[config.mk]
export PLATFORM = sky130hd
export DESIGN_NAME = alu_top
export DESIGN_NICKNAME = d
export VERILOG_FILES = /design/src/logic/alu_pkg.sv /design/src/logic/alu_op_if.sv /design/src/logic/alu_res_if.sv /design/src/logic/alu_operand_stage.sv /design/src/logic/alu_cond_eval.sv /design/src/logic/alu_exec.sv /design/src/logic/alu_retire.sv /design/src/logic/alu_top.sv
export VERILOG_INCLUDE_DIRS = /design/src /design/src/logic
export SDC_FILE = /design/constraint.sdc
export NUM_CORES = 1
export LEC_CHECK = 0
export BUFFER_PORTS_ARGS = -buffer_cell sky130_fd_sc_hd__buf_2
export CELL_PAD_IN_SITES_DETAIL_PLACEMENT = 1
export CELL_PAD_IN_SITES_GLOBAL_PLACEMENT = 2
export CORE_UTILIZATION = 39
export DETAILED_ROUTE_END_ITERATION = 8
export PLACE_DENSITY_LB_ADDON = 0.1
export RECOVER_POWER = 100
export SETUP_SLACK_MARGIN = 0.05
export SLEW_MARGIN = 20
export SYNTH_ARGS = -nofsm -noshare
export SYNTH_HDL_FRONTEND = slang
export SYNTH_HIERARCHICAL = 1
export SYNTH_SLANG_ARGS = --single-unit
[constraint.sdc]
create_clock -name clk -period 14.6 [get_ports clk]
set_clock_uncertainty 0.1 [all_clocks]
set_input_delay 2.92 -clock clk [delete_from_list [all_inputs] [get_ports clk]]
set_output_delay 2.92 -clock clk [all_outputs]
set_load 0.1 [all_outputs]
[src/logic/alu_params.svh]
/*
  widths and 8-bit opcode values for the two-stage integer ALU
  inverted conditional forms differ from their normal form only in bit 0
*/
`ifndef ALU_PARAMS_SVH
`define ALU_PARAMS_SVH

`define ALU_DATA_W   64
`define ALU_FLAGS_W  6
`define ALU_OP_W     12
`define ALU_CODE_W   8

// add, sub and logic, odd code is the 32-bit form
`define OP_ADD64     8'd0
`define OP_ADD32     8'd1
`define OP_SUB64     8'd2
`define OP_SUB32     8'd3
`define OP_AND64     8'd4
`define OP_AND32     8'd5
`define OP_OR64      8'd6
`define OP_OR32      8'd7
`define OP_XOR64     8'd8
`define OP_XOR32     8'd9
`define OP_XNOR64    8'd10
`define OP_XNOR32    8'd11
`define OP_MOV64     8'd12
`define OP_MOV32     8'd13

// extensions, source is operand b
`define OP_ZXT8_64   8'd16
`define OP_ZXT16_64  8'd17
`define OP_SXT8_32   8'd18
`define OP_SXT8_64   8'd19
`define OP_SXT16_32  8'd20
`define OP_SXT16_64  8'd21
`define OP_SXT32_64  8'd22

`define OP_CMOV      8'd24
`define OP_CMOVN     8'd25
`define OP_CSET      8'd26
`define OP_CSETN     8'd27
`define OP_SAHF      8'd28
`define OP_LAHF      8'd30

`endif

[src/logic/alu_pkg.sv]
/*
  opcode word, flags and condition types for the ALU
  bits 10:8 of the opcode are lanes (must be zero) or a condition, by opcode
*/
`default_nettype none

`include "alu_params.svh"

package alu_pkg;

  typedef struct packed {
    logic                                 no_flags;
    logic [`ALU_OP_W-`ALU_CODE_W-2:0]     lanes;
    logic [`ALU_CODE_W-1:0]               code;
  } op_fields_t;

  // same word as seen by cmov and cset
  typedef struct packed {
    logic                                 no_flags;
    logic [`ALU_OP_W-`ALU_CODE_W-2:0]     cond;
    logic [`ALU_CODE_W-2:0]               code_hi;
    logic                                 invert;
  } op_cond_t;

  typedef union packed {
    op_fields_t f;
    op_cond_t   c;
  } alu_op_u;

  typedef struct packed {
    logic c;
    logic o;
    logic a;
    logic s;
    logic z;
    logic p;
  } flags_t;

  typedef enum logic [3:0] {
    COND_Z,   COND_NZ,  COND_S,   COND_NS,
    COND_UGT, COND_ULE, COND_UGE, COND_ULT,
    COND_SGT, COND_SLE, COND_SGE, COND_SLT,
    COND_O,   COND_NO,  COND_P,   COND_ALWAYS
  } cond_e;

endpackage

`default_nettype wire

[src/logic/alu_op_if.sv]
/*
  registered operation, operand stage to execute
*/
`timescale 1ns/1ps
`default_nettype none

`include "alu_params.svh"

interface alu_op_if;
  logic                   valid;
  alu_pkg::alu_op_u       op;
  logic [`ALU_DATA_W-1:0] a;
  logic [`ALU_DATA_W-1:0] b;
  alu_pkg::flags_t        flags_in;

  modport src (
    output valid, op, a, b, flags_in
  );

  modport dst (
    input valid, op, a, b, flags_in
  );
endinterface

`default_nettype wire

[src/logic/alu_res_if.sv]
/*
  raw result and carries, execute to retire
  carry and overflow are already taken at the operation's width
*/
`timescale 1ns/1ps
`default_nettype none

`include "alu_params.svh"

interface alu_res_if;
  logic                   valid;
  logic [`ALU_CODE_W-1:0] code;
  logic                   no_flags;
  logic [`ALU_DATA_W-1:0] result;
  logic                   carry;
  logic                   aux_carry;  // out of bit 3
  logic                   overflow;
  alu_pkg::flags_t        lahf_flags;

  modport src (
    output valid, code, no_flags, result, carry, aux_carry, overflow, lahf_flags
  );

  modport dst (
    input valid, code, no_flags, result, carry, aux_carry, overflow, lahf_flags
  );
endinterface

`default_nettype wire

[src/logic/alu_operand_stage.sv]
/*
  input register taking one operation per cycle with no back-pressure
  data is held over idle cycles
*/
`timescale 1ns/1ps
`default_nettype none

`include "alu_params.svh"

module alu_operand_stage (
  input  wire logic                   clk,
  input  wire logic                   rst,
  input  wire logic                   in_valid,
  input  wire alu_pkg::alu_op_u       op,
  input  wire logic [`ALU_DATA_W-1:0] a,
  input  wire logic [`ALU_DATA_W-1:0] b,
  input  wire alu_pkg::flags_t        flags_in,
  alu_op_if.src                       o
);

  always_ff @(posedge clk) begin
    if (rst) begin
      o.valid    <= 1'b0;
      o.op       <= '0;
      o.a        <= '0;
      o.b        <= '0;
      o.flags_in <= '0;
    end else begin
      o.valid <= in_valid;
      if (in_valid) begin
        o.op       <= op;
        o.a        <= a;
        o.b        <= b;
        o.flags_in <= flags_in;
      end
    end
  end

endmodule

`default_nettype wire

[src/logic/alu_cond_eval.sv]
/*
  branch condition on a flags value
  odd code inverts the even one and code 15 is always taken
*/
`timescale 1ns/1ps
`default_nettype none

module alu_cond_eval (
  input  wire alu_pkg::flags_t flags,
  input  wire alu_pkg::cond_e  cond,
  output logic                 taken
);

  always_comb begin
    case (cond)
      alu_pkg::COND_Z:      taken = flags.z;
      alu_pkg::COND_NZ:     taken = ~flags.z;
      alu_pkg::COND_S:      taken = flags.s;
      alu_pkg::COND_NS:     taken = ~flags.s;
      alu_pkg::COND_UGT:    taken = flags.c & ~flags.z;
      alu_pkg::COND_ULE:    taken = ~flags.c | flags.z;
      alu_pkg::COND_UGE:    taken = flags.c;
      alu_pkg::COND_ULT:    taken = ~flags.c;
      alu_pkg::COND_SGT:    taken = ~flags.z & (flags.s == flags.o);
      alu_pkg::COND_SLE:    taken = flags.z | (flags.s != flags.o);
      alu_pkg::COND_SGE:    taken = flags.s == flags.o;
      alu_pkg::COND_SLT:    taken = flags.s != flags.o;
      alu_pkg::COND_O:      taken = flags.o;
      alu_pkg::COND_NO:     taken = ~flags.o;
      alu_pkg::COND_P:      taken = flags.p;
      alu_pkg::COND_ALWAYS: taken = 1'b1;
    endcase
  end

endmodule

`default_nettype wire

[src/logic/alu_exec.sv]
/*
  combinational datapath between the two registers
  32-bit forms clear the upper half; extensions and moves read operand b
  cmov and cset take the condition from opcode bits 10:8 and bit 0
*/
`timescale 1ns/1ps
`default_nettype none

`include "alu_params.svh"

module alu_exec (
  alu_op_if.dst  i,
  alu_res_if.src o
);

  localparam int HALF = `ALU_DATA_W / 2;

  logic [`ALU_CODE_W-1:0] code;
  logic                   is_sub;
  logic                   is_half;
  logic [`ALU_DATA_W-1:0] b_add;
  logic [`ALU_DATA_W:0]   sum;
  logic [HALF:0]          sum_lo;
  logic [4:0]             sum_nib;
  logic                   ovf_full;
  logic                   ovf_half;
  logic [`ALU_DATA_W-1:0] and_v;
  logic [`ALU_DATA_W-1:0] or_v;
  logic [`ALU_DATA_W-1:0] xor_v;
  alu_pkg::cond_e         cond_sel;
  logic                   taken;
  logic [`ALU_DATA_W-1:0] res;

  assign code    = i.op.f.code;
  assign is_sub  = (code == `OP_SUB64) || (code == `OP_SUB32);
  assign is_half = (code == `OP_ADD32) || (code == `OP_SUB32);

  // sub is a + ~b + 1
  assign b_add = is_sub ? ~i.b : i.b;
  assign sum   = {1'b0, i.a} + {1'b0, b_add} + {{`ALU_DATA_W{1'b0}}, is_sub};

  // separate narrow adders only for the carry outs
  assign sum_lo  = {1'b0, i.a[HALF-1:0]} + {1'b0, b_add[HALF-1:0]} + {{HALF{1'b0}}, is_sub};
  assign sum_nib = {1'b0, i.a[3:0]} + {1'b0, b_add[3:0]} + {4'b0, is_sub};

  // same operand signs, different result sign
  assign ovf_full = (i.a[`ALU_DATA_W-1] == b_add[`ALU_DATA_W-1]) &&
                    (sum[`ALU_DATA_W-1] != i.a[`ALU_DATA_W-1]);
  assign ovf_half = (i.a[HALF-1] == b_add[HALF-1]) && (sum_lo[HALF-1] != i.a[HALF-1]);

  assign and_v = i.a & i.b;
  assign or_v  = i.a | i.b;
  assign xor_v = i.a ^ i.b;

  assign cond_sel = alu_pkg::cond_e'({i.op.c.cond, i.op.c.invert});

  alu_cond_eval i_cond (
    .flags (i.flags_in),
    .cond  (cond_sel),
    .taken (taken)
  );

  always_comb begin
    case (code)
      `OP_ADD64, `OP_SUB64: res = sum[`ALU_DATA_W-1:0];
      `OP_ADD32, `OP_SUB32: res = {{HALF{1'b0}}, sum_lo[HALF-1:0]};
      `OP_AND64:            res = and_v;
      `OP_AND32:            res = {{HALF{1'b0}}, and_v[HALF-1:0]};
      `OP_OR64:             res = or_v;
      `OP_OR32:             res = {{HALF{1'b0}}, or_v[HALF-1:0]};
      `OP_XOR64:            res = xor_v;
      `OP_XOR32:            res = {{HALF{1'b0}}, xor_v[HALF-1:0]};
      `OP_XNOR64:           res = ~xor_v;
      `OP_XNOR32:           res = {{HALF{1'b0}}, ~xor_v[HALF-1:0]};
      `OP_MOV64:            res = i.b;
      `OP_MOV32:            res = {{HALF{1'b0}}, i.b[HALF-1:0]};
      `OP_ZXT8_64:          res = {56'b0, i.b[7:0]};
      `OP_ZXT16_64:         res = {48'b0, i.b[15:0]};
      `OP_SXT8_32:          res = {32'b0, {24{i.b[7]}}, i.b[7:0]};
      `OP_SXT8_64:          res = {{56{i.b[7]}}, i.b[7:0]};
      `OP_SXT16_32:         res = {32'b0, {16{i.b[15]}}, i.b[15:0]};
      `OP_SXT16_64:         res = {{48{i.b[15]}}, i.b[15:0]};
      `OP_SXT32_64:         res = {{32{i.b[31]}}, i.b[31:0]};
      `OP_CMOV, `OP_CMOVN:  res = taken ? i.b : i.a;
      `OP_CSET, `OP_CSETN:  res = {{(`ALU_DATA_W-1){1'b0}}, taken};
      `OP_SAHF:             res = {{(`ALU_DATA_W-`ALU_FLAGS_W){1'b0}}, i.flags_in};
      default:              res = '0;  // lahf writes flags only
    endcase
  end

  assign o.valid      = i.valid;
  assign o.code       = code;
  assign o.no_flags   = i.op.f.no_flags;
  assign o.result     = res;
  assign o.carry      = is_half ? sum_lo[HALF] : sum[`ALU_DATA_W];
  assign o.aux_carry  = sum_nib[4];
  assign o.overflow   = is_half ? ovf_half : ovf_full;
  assign o.lahf_flags = alu_pkg::flags_t'(i.a[`ALU_FLAGS_W-1:0]);

endmodule

`default_nettype wire

[src/logic/alu_retire.sv]
/*
  output register and flag mux; P is only ever set by lahf
  flags_out is zero whenever sets_flags is low
*/
`timescale 1ns/1ps
`default_nettype none

`include "alu_params.svh"

module alu_retire (
  input  wire logic                    clk,
  input  wire logic                    rst,
  alu_res_if.dst                       i,
  output logic                         out_valid,
  output logic [`ALU_DATA_W-1:0]       result,
  output alu_pkg::flags_t              flags_out,
  output logic                         sets_flags
);

  localparam int HALF = `ALU_DATA_W / 2;

  logic                   valid_q;
  logic [`ALU_CODE_W-1:0] code_q;
  logic                   no_flags_q;
  logic [`ALU_DATA_W-1:0] result_q;
  logic                   carry_q;
  logic                   aux_q;
  logic                   ovf_q;
  alu_pkg::flags_t        lahf_q;
  logic                   half;
  logic                   zero;
  logic                   sign;
  logic                   writes;
  alu_pkg::flags_t        flags;

  always_ff @(posedge clk) begin
    if (rst) begin
      valid_q    <= 1'b0;
      code_q     <= '0;
      no_flags_q <= 1'b0;
      result_q   <= '0;
      carry_q    <= 1'b0;
      aux_q      <= 1'b0;
      ovf_q      <= 1'b0;
      lahf_q     <= '0;
    end else begin
      valid_q    <= i.valid;
      code_q     <= i.code;
      no_flags_q <= i.no_flags;
      result_q   <= i.result;
      carry_q    <= i.carry;
      aux_q      <= i.aux_carry;
      ovf_q      <= i.overflow;
      lahf_q     <= i.lahf_flags;
    end
  end

  assign half = code_q inside {`OP_ADD32, `OP_SUB32, `OP_AND32, `OP_OR32, `OP_XOR32, `OP_XNOR32};
  assign zero = half ? (result_q[HALF-1:0] == '0) : (result_q == '0);
  assign sign = half ? result_q[HALF-1] : result_q[`ALU_DATA_W-1];

  always_comb begin
    flags  = '0;
    writes = 1'b0;
    case (code_q)
      `OP_ADD64, `OP_ADD32: begin
        flags  = {carry_q, ovf_q, aux_q, sign, zero, 1'b0};
        writes = ~no_flags_q;
      end
      `OP_SUB64, `OP_SUB32: begin
        flags  = {carry_q, ovf_q, ~aux_q, sign, zero, 1'b0};  // A is inverted on sub
        writes = ~no_flags_q;
      end
      `OP_AND64, `OP_AND32, `OP_OR64, `OP_OR32,
      `OP_XOR64, `OP_XOR32, `OP_XNOR64, `OP_XNOR32: begin
        flags  = {3'b000, sign, zero, 1'b0};
        writes = ~no_flags_q;
      end
      `OP_LAHF: begin
        flags  = lahf_q;
        writes = 1'b1;  // ignores no_flags
      end
      default: ;
    endcase
  end

  assign out_valid  = valid_q;
  assign result     = result_q;
  assign sets_flags = valid_q & writes;
  assign flags_out  = sets_flags ? flags : '0;

endmodule

`default_nettype wire

[src/logic/alu_top.sv]
/*
  two-stage integer ALU with the result 2 cycles after in_valid
  a new operation may enter every cycle and there is no stall input
*/
`timescale 1ns/1ps
`default_nettype none

`include "alu_params.svh"

module alu_top (
  input  wire logic                   clk,
  input  wire logic                   rst,
  input  wire logic                   in_valid,
  input  wire alu_pkg::alu_op_u       op,
  input  wire logic [`ALU_DATA_W-1:0] a,
  input  wire logic [`ALU_DATA_W-1:0] b,
  input  wire alu_pkg::flags_t        flags_in,
  output logic                        out_valid,
  output logic [`ALU_DATA_W-1:0]      result,
  output alu_pkg::flags_t             flags_out,
  output logic                        sets_flags
);

  alu_op_if  op_bus ();
  alu_res_if res_bus ();

  alu_operand_stage i_operand (
    .clk      (clk),
    .rst      (rst),
    .in_valid (in_valid),
    .op       (op),
    .a        (a),
    .b        (b),
    .flags_in (flags_in),
    .o        (op_bus.src)
  );

  alu_exec i_exec (
    .i (op_bus.dst),
    .o (res_bus.src)
  );

  alu_retire i_retire (
    .clk        (clk),
    .rst        (rst),
    .i          (res_bus.dst),
    .out_valid  (out_valid),
    .result     (result),
    .flags_out  (flags_out),
    .sets_flags (sets_flags)
  );

endmodule

`default_nettype wire

==> results of run 1 <==
-- flip-flops by register name (all words and copies together), names as in the netlist --
register              count
i_retire/carry_q          1
i_operand/o.b            64
i_retire/result          64
i_operand/o.a            64
i_retire/aux_q            1
i_operand/o.op           12
i_retire/out_valid        1
i_retire/code_q           8
i_retire/ovf_q            1
i_retire/no_flags_q       1
i_retire/lahf_q           6
i_operand/o.valid         1
i_operand/o.flags_in      6
-- cells by family (layout without fill, tap and decap cells) --
group | count (synthesis) | in the layout | synth area share, %
and+or+nand+nor | 648 | 648 | 16.9
AOI/OAI and AO/OA | 536 | 536 | 20.2
buffers and inverters | 295 | 449 | 7.98
DFF | 230 | 230 | 25.4
adders and majority gates | 206 | 206 | 14.3
muxes | 177 | 177 | 9.77
xor gates and xnor gates | 114 | 114 | 5.51
other | 0 | 1 | 0
-- synthesized netlist by cell type, drive strengths merged, types with 8 or more instances --
cell	count	area (um^2)
nor2	277	1040
dfxtp	230	4600
ha	205	2560
mux2i	177	1770
inv	158	593
nand2	128	480
a21oi	122	614
o21ai	118	591
xnor2	90	788
nor2b	89	564
clkbuf	81	304
o211ai	57	447
buf	56	549
a221oi	35	307
nand4	35	219
a211oi	33	265
a22oi	28	210
nor3	25	136
nor4	24	156
xor2	24	210
nand3	20	100
a21o	19	143
o21bai	18	135
o221ai	16	140
o2111ai	13	131
and3	10	72.6
nand2b	10	62.6
o22ai	10	62.6
or3	10	62.6
a2111oi	8	70.1
-- routing by layer --
metal	wire (um)	up-vias
met4	1980	0
met1	30000	8244
li1	-	8086
met3	2680	80
met5	0	-
met2	28000	356
-- per-stage QoR --
step / hold slack, ns / cells / setup WS, ns / utilization, %
floorplan: 0.361 / 2206 / 9.06 / -
global placement: 0.317 / 2908 / 8.76 / 42.4
detailed placement: 0.342 / 2908 / 8.44 / 42.4
CTS: 0.358 / 2960 / 8.31 / 44.6
global route: 0.367 / 2960 / 4.85 / 44.3
finish: 0.347 / 2961 / 5.35 / 44.3
-- critical path, stage by stage, from the launching register on --
cell and delay [ns]:
dfxtp_1 0.33, or3_1 0.52, nor4_1 1.08, nand2_1 1.04
clkbuf_1 1.57, xnor2_1 0.50, ha_1 0.56, nand2_1 0.14
or3_1 0.38, o21a_1 0.25, a311oi_1 0.91, o21ai_0 0.42
o21ai_0 0.61, a311oi_1 0.19, a211o_1 0.29, nor2b_1 0.13
-- power breakdown --
| part | switching [W] | leakage [nW] | internal [W] |
|---|---|---|---|
| clock network | 0.000297 | 0.487 | 0.000445 |
| logic | 0.000376 | 6.35 | 0.000186 |
| registers | 0.0000615 | 1.89 | 0.000669 |
-- area by class of cell --
type | instances | share of cell area, %
Clock inverter | 20 | 1.18
Multi-Input combinational cell | 1681 | 59.9
Tap cell | 600 | 3.72
Clock buffer | 32 | 3.74
Inverter | 158 | 2.94
Sequential cell | 230 | 22.8
Antenna cell | 1 | 0.0124
Timing Repair Buffer | 239 | 5.69
-- layout by cell type, fill, tap and decap left out, types with 33 or more instances in the layout --
cell / Yosys / final
nand2_1: 128 / 128
clkbuf_1: 81 / 76
xnor2_1: 90 / 90
a21oi_1: 121 / 121
ha_1: 205 / 205
a211oi_1: 31 / 33
nand4_1: 35 / 35
mux2i_1: 177 / 177
buf_2: 14 / 146
nor2b_1: 88 / 88
a221oi_1: 35 / 35
o211ai_1: 55 / 55
dfxtp_1: 230 / 230
o21ai_0: 101 / 110
inv_1: 156 / 156
nor2_1: 276 / 275
-- worst max-delay path by stage --
stage / start / endpoint / slack [ns]
floorplan: i_retire/result[31]$_SDFF_PP0_ / flags_out[2] / 9.06
global placement: i_operand/o.op[5]$_SDFFE_PP0P_ / i_retire/result[36]$_SDFF_PP0_ / 8.76
detailed placement: i_operand/o.op[5]$_SDFFE_PP0P_ / i_retire/result[40]$_SDFF_PP0_ / 8.44
CTS: i_retire/result[24]$_SDFF_PP0_ / flags_out[1] / 8.31
global route: i_operand/o.op[5]$_SDFFE_PP0P_ / i_retire/result[56]$_SDFF_PP0_ / 4.85
finish: i_operand/o.op[5]$_SDFFE_PP0P_ / i_retire/result[58]$_SDFF_PP0_ / 5.35
==> impl_metrics.csv, run 1 <==
group,metric,value,unit
setup_path,rrSetupSlack,5.35,ns
placement,portBuffers,220,
global_route,grt-ovfl-total,0,
yosys,syn_area_per_cell,8.22,um^2
global_route,grt_pass1_wl,98200,um
power_and_ir_drop,ir_drop,88.1,uV
placement,hpwl,46100,um
placement,place_area,19300,um^2
setup_path,cp.required,14.83,ns
clock_tree,post-cts-setup-buffers,0,
setup_path,reg2reg_to,"i_retire/result[58]$_SDFF_PP0_",
setup_path,crit_arrival,9.49,ns
finish,multi_input_area,12100,um^2
power_and_ir_drop,leakage,8.73,nW
yosys,ys_seq_area_share,25.4,%
sta,finalMaxSlewViolations,281,
sta,worst_slew_pin_slew,3.87,ns
sta,period_share,63.4,%
global_route,grt_use_total,26.4,%
clock_tree,insertion_delay,0.58,ns
route,drt-total-wl,62700,um
yosys,synth_cell_types,84,
setup_path,ff2ff_path_depth,15,
status,violations,"max-capacitance violations, max-slew violations",
clock_tree,clockRootBuffer,"clkbuf_16",
finish,nFillCells,5529,
yosys,synthFlopType,"dfxtp_1",
status,status,"finished, violations left",
placement,gp_congestion,0.902,
global_route,grt_max_degree,88,
setup_path,end_kind,"register",
power_and_ir_drop,finalPower,0.00203,W
yosys,async_flop_share,0,%
finish,areaGrowthSynthToFinish,11.4,%
route,postRouteAntennaNets,0,
route,drt_drc_violations_left,0,
clock_tree,clk_pin_slew_worst_paths,0.06,ns
route,first_iter_violations,785,
global_route,grtUsageMet3,3.72,%
finish,fin_nets,2693,
global_route,use_met2,42.5,%
clock_tree,cts_tree,"done",
sta,finalHoldViolations,0,
floorplan,die_w,218,um
global_route,grt-busiest-layer,"met2",
floorplan,io_pins,221,
clock_tree,cts_made_buffers,28,
clock_tree,htree_num_levels,1,
setup_path,r2r_start,"i_operand/o.op[5]$_SDFFE_PP0P_",
floorplan,placement_rows,78,
hold_path,min_path_type,"reg -> reg",
clock_tree,ctsLongestPathBuffers,3,
yosys,synth_nets,2561,
floorplan,fp.coreArea,45600,um^2
route,vias,16800,
yosys,yosys_warnings,6,
route,viasPerCell,5.66,
setup_path,start_kind,"register",
yosys,synth_seq_cells,230,
hold_path,hold_end,"i_retire/out_valid$_SDFF_PP0_",
floorplan,die_h,218,um
global_route,grt_pass1_vias,17300,
sta,max_freq,0.108,GHz
clock_tree,postCtsHoldBufs,0,
sta,rsz0062_at_grt,"false",
yosys,syn_inst,2206,
route,first_pass_iters,5,
yosys,syn_area,18100,um^2
sta,setup_viol,0,
power_and_ir_drop,powerDensity,101,nW/um^2
global_route,antenna_found_initial,1,
finish,drive_gt1_share,10.3,%
route,wl_per_cell,21.2,um
finish,stdcell_area,20200,um^2
hold_path,hold_start,"i_operand/o.valid$_SDFF_PP0_",
sta,setup_tns,0,ns
global_route,met1_usage,36.1,%
finish,ff_latch_area,4600,um^2
floorplan,dieArea,47400,um^2
hold_path,holdPathStages,1,
setup_path,cp_max_fo,45,
sta,period_minus_slack,9.25,ns
job,cap_violations,4,
setup_path,worstSetupPathType,"reg -> reg",
clock_tree,cts_resized,0,
clock_tree,clkSinkCount,230,
floorplan,start_util,39.8,%
sta,maxSlewHeadroom,-158,%
yosys,synth_edf_count,0,
(Power assumes the default switching activity.)
==> run 2, diff against run 1 <==
--- a/config.mk
+++ b/config.mk
@@ -9,7 +9,7 @@
 export BUFFER_PORTS_ARGS = -buffer_cell sky130_fd_sc_hd__buf_2
 export CELL_PAD_IN_SITES_DETAIL_PLACEMENT = 1
 export CELL_PAD_IN_SITES_GLOBAL_PLACEMENT = 2
-export CORE_UTILIZATION = 39
+export CORE_UTILIZATION = 36
 export DETAILED_ROUTE_END_ITERATION = 8
 export PLACE_DENSITY_LB_ADDON = 0.1
 export RECOVER_POWER = 100
==> constraint.sdc (replaced) <==
create_clock -name clk -period 8.7 [get_ports clk]
set_clock_uncertainty 0.1 [all_clocks]
set_input_delay 1.74 -clock clk [delete_from_list [all_inputs] [get_ports clk]]
set_output_delay 1.74 -clock clk [all_outputs]
set_load 0.1 [all_outputs]
==> impl_metrics.csv, run 2 (same netlist as run 1, synthesis figures left out) <==
group,metric,value,unit
status,status,"finished, violations left",
status,violations,"max-capacitance violations, max-slew violations",
floorplan,die_h,226,um
sta,worst_slew_pin_slew,4.65,ns
hold_path,hold_start,"i_operand/o.valid$_SDFF_PP0_",
setup_path,reg2reg_to,"i_retire/result[58]$_SDFF_PP0_",
clock_tree,clk_pin_slew_worst_paths,0.06,ns
setup_path,ff2ff_path_depth,15,
route,viasPerCell,5.51,
sta,finalHoldViolations,0,
setup_path,cp_max_fo,46,
setup_path,slowest_stage,"nor4_1",
placement,dp_cells,2972,
sta,finalMaxSlewViolations,305,
clock_tree,clkSinkCount,230,
route,drt_drc_violations_left,0,
placement,hpwl,47400,um
floorplan,io_pins,221,
clock_tree,post-cts-setup-buffers,0,
power_and_ir_drop,ir_drop,117,uV
global_route,grt_max_degree,107,
global_route,antenna_found_initial,1,
setup_path,cp_top_family,"simple AND/OR/NAND/NOR gates",
route,postRouteAntennaNets,0,
setup_path,path_cells,"or3_1, nor4_1, nand2_4, buf_4, xnor2_1, ha_1, nand2_1, or3_1, o21a_1, a311oi_1, o21ai_1, o21ai_1, a311oi_1, a211o_1, nor2b_1",
route,first_pass_iters,5,
hold_path,hold_end,"i_retire/out_valid$_SDFF_PP0_",
route,wl_per_cell,21.2,um
route,drt-total-wl,64100,um
clock_tree,cts_resized,0,
floorplan,start_util,36.7,%
floorplan,placement_rows,81,
setup_path,worstSetupPathType,"reg -> reg",
finish,fin_nets,2694,
power_and_ir_drop,powerDensity,169,nW/um^2
placement,portBuffers,220,
setup_path,start_kind,"register",
global_route,grt_use_total,24.9,%
sta,setup_viol,0,
finish,final_cell_mix,"nor2_1, dfxtp_1, ha_1, mux2i_1, inv_1",
setup_path,crit_arrival,7.42,ns
finish,areaGrowthSynthToFinish,11.8,%
clock_tree,clockRootBuffer,"clkbuf_16",
sta,setup_tns,0,ns
route,vias,16700,
clock_tree,insertion_delay,0.58,ns
sta,rsz0062_at_grt,"false",
clock_tree,postCtsHoldBufs,0,
setup_path,end_kind,"register",
setup_path,slowest_delay,1.30,ns
setup_path,path_buf_inv,1,
floorplan,dieArea,51300,um^2
finish,drive_gt1_share,10.2,%
sta,max_freq,0.140,GHz
setup_path,r2r_start,"i_operand/o.op[5]$_SDFFE_PP0P_",
floorplan,die_w,226,um
clock_tree,ctsLongestPathBuffers,3,
floorplan,fp.coreArea,49400,um^2
setup_path,rrSetupSlack,1.58,ns
route,first_iter_violations,790,
power_and_ir_drop,leakage,8.74,nW
job,cap_violations,6,
sta,maxSlewHeadroom,-210,%
global_route,grt_pass1_vias,17200,
global_route,grt-ovfl-total,0,
placement,gp_congestion,0.876,
setup_path,cp.required,8.99,ns
clock_tree,cts_tree,"done",
sta,period_share,81.8,%
hold_path,min_path_type,"reg -> reg",
clock_tree,cts_made_buffers,29,
finish,fin_cells,3026,
finish,mostFrequentLayoutCell,"nor2_1",
clock_tree,htree_num_levels,1,
hold_path,holdPathStages,1,
sta,period_minus_slack,7.12,ns
global_route,grt_pass1_wl,99900,um
run 2: cell count changes in the layout (fill, tap and decap cells not counted), moves of 2 or more:
cell and change:
clkinvlp_4 -3, clkbuf_1 +5, nand2_1 -2, clkbuf_8 +2
run 2: routing by layer:
layer,GRT usage (%),vias to the layer above,share of wire (%)
met2,40.3,296,45
met1,34.3,8214,49
met4,7.11,0,2.7
li1,-,8091,-
met3,3.49,79,3.9
met5,0,-,0
run 2: worst max-delay path by stage:
stage / start / endpoint / slack (ns) / depth (start not counted)
after floorplan: i_operand/o.op[5]$_SDFFE_PP0P_ / i_retire/result[61]$_SDFF_PP0_ / 4.06 / 18
after global placement: i_operand/o.op[5]$_SDFFE_PP0P_ / i_retire/result[40]$_SDFF_PP0_ / 2.77 / 16
after detailed placement: i_operand/o.op[5]$_SDFFE_PP0P_ / i_retire/result[40]$_SDFF_PP0_ / 2.50 / 16
after CTS: i_operand/o.op[5]$_SDFFE_PP0P_ / i_retire/result[40]$_SDFF_PP0_ / 2.50 / 16
after global routing: i_operand/o.op[5]$_SDFFE_PP0P_ / i_retire/result[58]$_SDFF_PP0_ / 1.10 / 15
final: i_operand/o.op[5]$_SDFFE_PP0P_ / i_retire/result[58]$_SDFF_PP0_ / 1.58 / 15
run 2: power breakdown:
group | switching, W | internal [W] | leakage (nW)
logic | 0.000632 | 0.000316 | 6.35
registers | 0.000106 | 0.00112 | 1.89
clock network | 0.000494 | 0.000758 | 0.496
run 2: cell type report:
cell class              count  area [um^2]
diodes                      1         2.50
flip-flops and latches    230         4600
well taps                 664          831
repair buffers            239         1140
fillers                  6003        29100
inverters                 158          593
clock buffers              40          837
clock inverters            13          155
multi-input cells        1681        12100
run 2: through the flow:
stage          hold slack (ns)  cell area, um^2  util [%]  worst slack (ns)  power, W
2_1_floorplan            0.361            18100         -              4.06   0.00193
3_3_place_gp             0.323            19400      39.4              2.77   0.00218
3_5_place_dp             0.327            19400      39.4              2.50   0.00220
4_1_cts                  0.343            20400      41.4              2.50   0.00347
5_1_grt                  0.373            20300      41.1              1.10   0.00360
6_report                 0.339            20300      41.1              1.58   0.00343
==> run 3, diff against run 2 <==
--- a/config.mk
+++ b/config.mk
@@ -6,10 +6,11 @@
 export SDC_FILE = /design/constraint.sdc
 export NUM_CORES = 1
 export LEC_CHECK = 0
+export ABC_AREA = 1
 export BUFFER_PORTS_ARGS = -buffer_cell sky130_fd_sc_hd__buf_2
 export CELL_PAD_IN_SITES_DETAIL_PLACEMENT = 1
 export CELL_PAD_IN_SITES_GLOBAL_PLACEMENT = 2
-export CORE_UTILIZATION = 36
+export CORE_UTILIZATION = 33
 export DETAILED_ROUTE_END_ITERATION = 8
 export PLACE_DENSITY_LB_ADDON = 0.1
 export RECOVER_POWER = 100
==> constraint.sdc (replaced) <==
create_clock -name clk -period 6.98 [get_ports clk]
set_clock_uncertainty 0.1 [all_clocks]
set_input_delay 1.396 -clock clk [delete_from_list [all_inputs] [get_ports clk]]
set_output_delay 1.396 -clock clk [all_outputs]
set_load 0.1 [all_outputs]
==> impl_metrics.csv, run 3 <==
group,metric,value,unit
setup_path,rrSetupSlack,1.80,ns
route,drt_drc_violations_left,0,
sta,maxSlewHeadroom,-78.7,%
global_route,antenna_found_initial,2,
yosys,yosysTopAreaCellShare,23.4,%
status,status,"finished, violations left",
setup_path,r2r_start,"i_operand/o.op[1]$_SDFFE_PP0P_",
yosys,async_flop_share,0,%
placement,gp_congestion,0.906,
sta,finalMaxSlewViolations,124,
job,cap_violations,3,
finish,fin_util,37.4,%
status,violations,"max-capacitance violations, max-slew violations",
power_and_ir_drop,pwr-share-comb,31.0,%
placement,dp_slack,2.44,ns
setup_path,worstSetupPathType,"reg -> reg",
sta,rsz0062_at_grt,"false",
clock_tree,clkSinkCount,230,
route,first_pass_iters,5,
finish,nFillCells,7867,
clock_tree,clk_pin_slew_worst_paths,0.06,ns
route,postRouteAntennaNets,0,
global_route,grt_pass1_wl,125000,um
power_and_ir_drop,switchingPower,0.00179,W
yosys,synth_nets,3499,
sta,setup_tns,0,ns
yosys,yosys_warnings,6,
setup_path,reg2reg_to,"i_retire/result[54]$_SDFF_PP0_",
setup_path,slowest_stage,"clkbuf_2",
power_and_ir_drop,ir_drop,212,uV
yosys,yosysTopAreaCell,"dfxtp_1",
finish,drive_gt1_share,7.98,%
hold_path,min_path_type,"reg -> reg",
setup_path,path_buf_inv,2,
yosys,yosysMostFrequentCell,"nand2_1",
setup_path,slowest_delay,0.77,ns
floorplan,start_util,33.4,%
floorplan,dieArea,60700,um^2
clock_tree,insertion_delay,0.60,ns
floorplan,fp.coreArea,59000,um^2
finish,mostFrequentLayoutCell,"nand2_1",
sta,setup_viol,0,
yosys,synth_seq_cells,230,
finish,multi_input_area,12300,um^2
sta,period_minus_slack,5.18,ns
route,vias,20800,
hold_path,hold_end,"i_retire/out_valid$_SDFF_PP0_",
yosys,synth_edf_count,0,
floorplan,io_pins,221,
global_route,grt-ovfl-total,0,
sta,period_share,74.3,%
sta,whs,0.306,ns
power_and_ir_drop,swShare,39.0,%
sta,worst_slew_pin_slew,2.68,ns
sta,max_freq,0.193,GHz
route,first_iter_violations,1319,
setup_path,end_kind,"register",
yosys,syn_inst,3144,
power_and_ir_drop,power.internal,0.00280,W
hold_path,holdPathStages,2,
floorplan,placement_rows,89,
global_route,grt_max_degree,165,
setup_path,cp_max_fo,37,
clock_tree,cts_tree,"done",
yosys,synth.area.top_cells,"dfxtp_1, ha_1, nand2_1, nor2_1, inv_1",
setup_path,crit_arrival,5.62,ns
sta,finalHoldViolations,0,
power_and_ir_drop,finalPower,0.00458,W
yosys,ys_seq_area_share,23.4,%
route,viasPerCell,5.10,
route,drt-total-wl,83900,um
yosys,synth_cell_types,53,
power_and_ir_drop,powerDensity,208,nW/um^2
clock_tree,htree_num_levels,1,
setup_path,cp.required,7.41,ns
placement,hpwl,66300,um
clock_tree,cts_made_buffers,29,
setup_path,path_cells,"nand4_1, clkbuf_2, xor2_1, ha_1, a21o_1, a21oi_1, o21ai_0, a21oi_1, nand3_1, a21o_1, nand2_1, nand2_1, o21ai_0, inv_1, nor2_1",
setup_path,start_kind,"register",
yosys,syn_area_per_cell,6.27,um^2
floorplan,die_w,246,um
clock_tree,cts_resized,0,
sta,setup_slack,1.80,ns
floorplan,die_h,246,um
yosys,synthTopCellsByCount,"nand2_1, nor2_1, inv_1, dfxtp_1, ha_1",
global_route,grt_use_total,27.2,%
clock_tree,post-cts-setup-buffers,0,
global_route,grt_pass1_vias,20900,
setup_path,cp_top_family,"compound AO/OA/AOI/OAI gates",
placement,portBuffers,220,
route,wl_per_cell,20.5,um
finish,final_cell_mix,"nand2_1, nor2_1, inv_1, dfxtp_1, ha_1",
yosys,synthFlopType,"dfxtp_1",
power_and_ir_drop,pwr-share-clk,35.6,%
finish,fin_nets,3641,
setup_path,ff2ff_path_depth,15,
power_and_ir_drop,leakage,11.0,nW
clock_tree,ctsLongestPathBuffers,3,
clock_tree,postCtsHoldBufs,0,
yosys,syn_area,19700,um^2
hold_path,hold_start,"i_operand/o.valid$_SDFF_PP0_",
clock_tree,clockRootBuffer,"clkbuf_16",
finish,ff_latch_area,4600,um^2
power_and_ir_drop,seqPwrFrac,33.4,%
finish,areaGrowthSynthToFinish,11.9,%
run 3: cell count changes after synthesis, sizes merged, moves of 49 or more:
cell,delta
nand2,+562
inv,+366
nor2,+346
mux2i,-177
nor2b,-89
xnor2,-86
clkbuf,-55
nand3,+49
run 3: logic make-up after synthesis:
| logic type | after synthesis | synth area share, % |
|---|---|---|
| buf+inv | 653 | 14.4 |
| fa+ha+maj | 206 | 13.1 |
| xor+xnor | 70 | 3.11 |
| flops | 230 | 23.4 |
| compound gates | 521 | 16.1 |
| simple gates | 1464 | 29.9 |
run 3: through the flow:
stage | instance area, um^2 | std cells
after floorplan | 19700 | 3144
after global placement | 21100 | 4028
after detailed placement | 21100 | 4028
after CTS | 22100 | 4082
after global routing | 22000 | 4082
final | 22000 | 4083
run 3: worst register-to-register path, delay by kind of cell, from the launching register on:
kind	cells	cell delay, ns
adder cells (fa/ha/maj)	1	0.44
buffers and inverters	2	0.86
XOR/XNOR	1	0.41
flip-flops	1	0.56
AND/OR/NAND/NOR	5	0.74
AO/OA/AOI/OAI	6	2.00
run 3: area by class of cell:
| cell class | instances | share of cell area (%) |
|---|---|---|
| clock buffers | 39 | 3.83 |
| well taps | 773 | 4.39 |
| flip-flops and latches | 230 | 20.9 |
| clock inverters | 15 | 0.897 |
| multi-input cells | 2261 | 55.7 |
| diodes | 1 | 0.0114 |
| repair buffers | 238 | 5.32 |
| inverters | 526 | 8.97 |
run 3: worst max-delay path by stage:
stage / start / endpoint / slack [ns] / cells past startpoint
final: i_operand/o.op[1]$_SDFFE_PP0P_ / i_retire/result[54]$_SDFF_PP0_ / 1.80 / 15
after global routing: i_operand/o.op[3]$_SDFFE_PP0P_ / i_retire/result[54]$_SDFF_PP0_ / 1.63 / 17
after CTS: i_operand/o.op[3]$_SDFFE_PP0P_ / i_retire/result[54]$_SDFF_PP0_ / 2.45 / 16
after detailed placement: i_operand/o.op[3]$_SDFFE_PP0P_ / i_retire/result[54]$_SDFF_PP0_ / 2.44 / 16
after global placement: i_operand/o.op[3]$_SDFFE_PP0P_ / i_retire/result[54]$_SDFF_PP0_ / 2.54 / 17
after floorplan: i_retire/out_valid$_SDFF_PP0_ / flags_out[1] / 2.67 / 4
run 3: layer usage:
metal	global-route usage [%]	routed length (um)	vias up
li1	-	-	10200
met1	40.0	42000	10100
met2	42.6	35700	472
met3	2.94	4600	68
met4	5.34	1510	0
met5	0	0	-
run 3: power groups by stage:
stage | clock network [W] | registers [W] | logic, W
after CTS | 0.00169 | 0.00153 | 0.00143
after global placement | 0 | 0.00155 | 0.00139
after detailed placement | 0 | 0.00156 | 0.00142
after global routing | 0.00175 | 0.00154 | 0.00156
after floorplan | 0 | 0.00175 | 0.000785
final | 0.00163 | 0.00153 | 0.00142
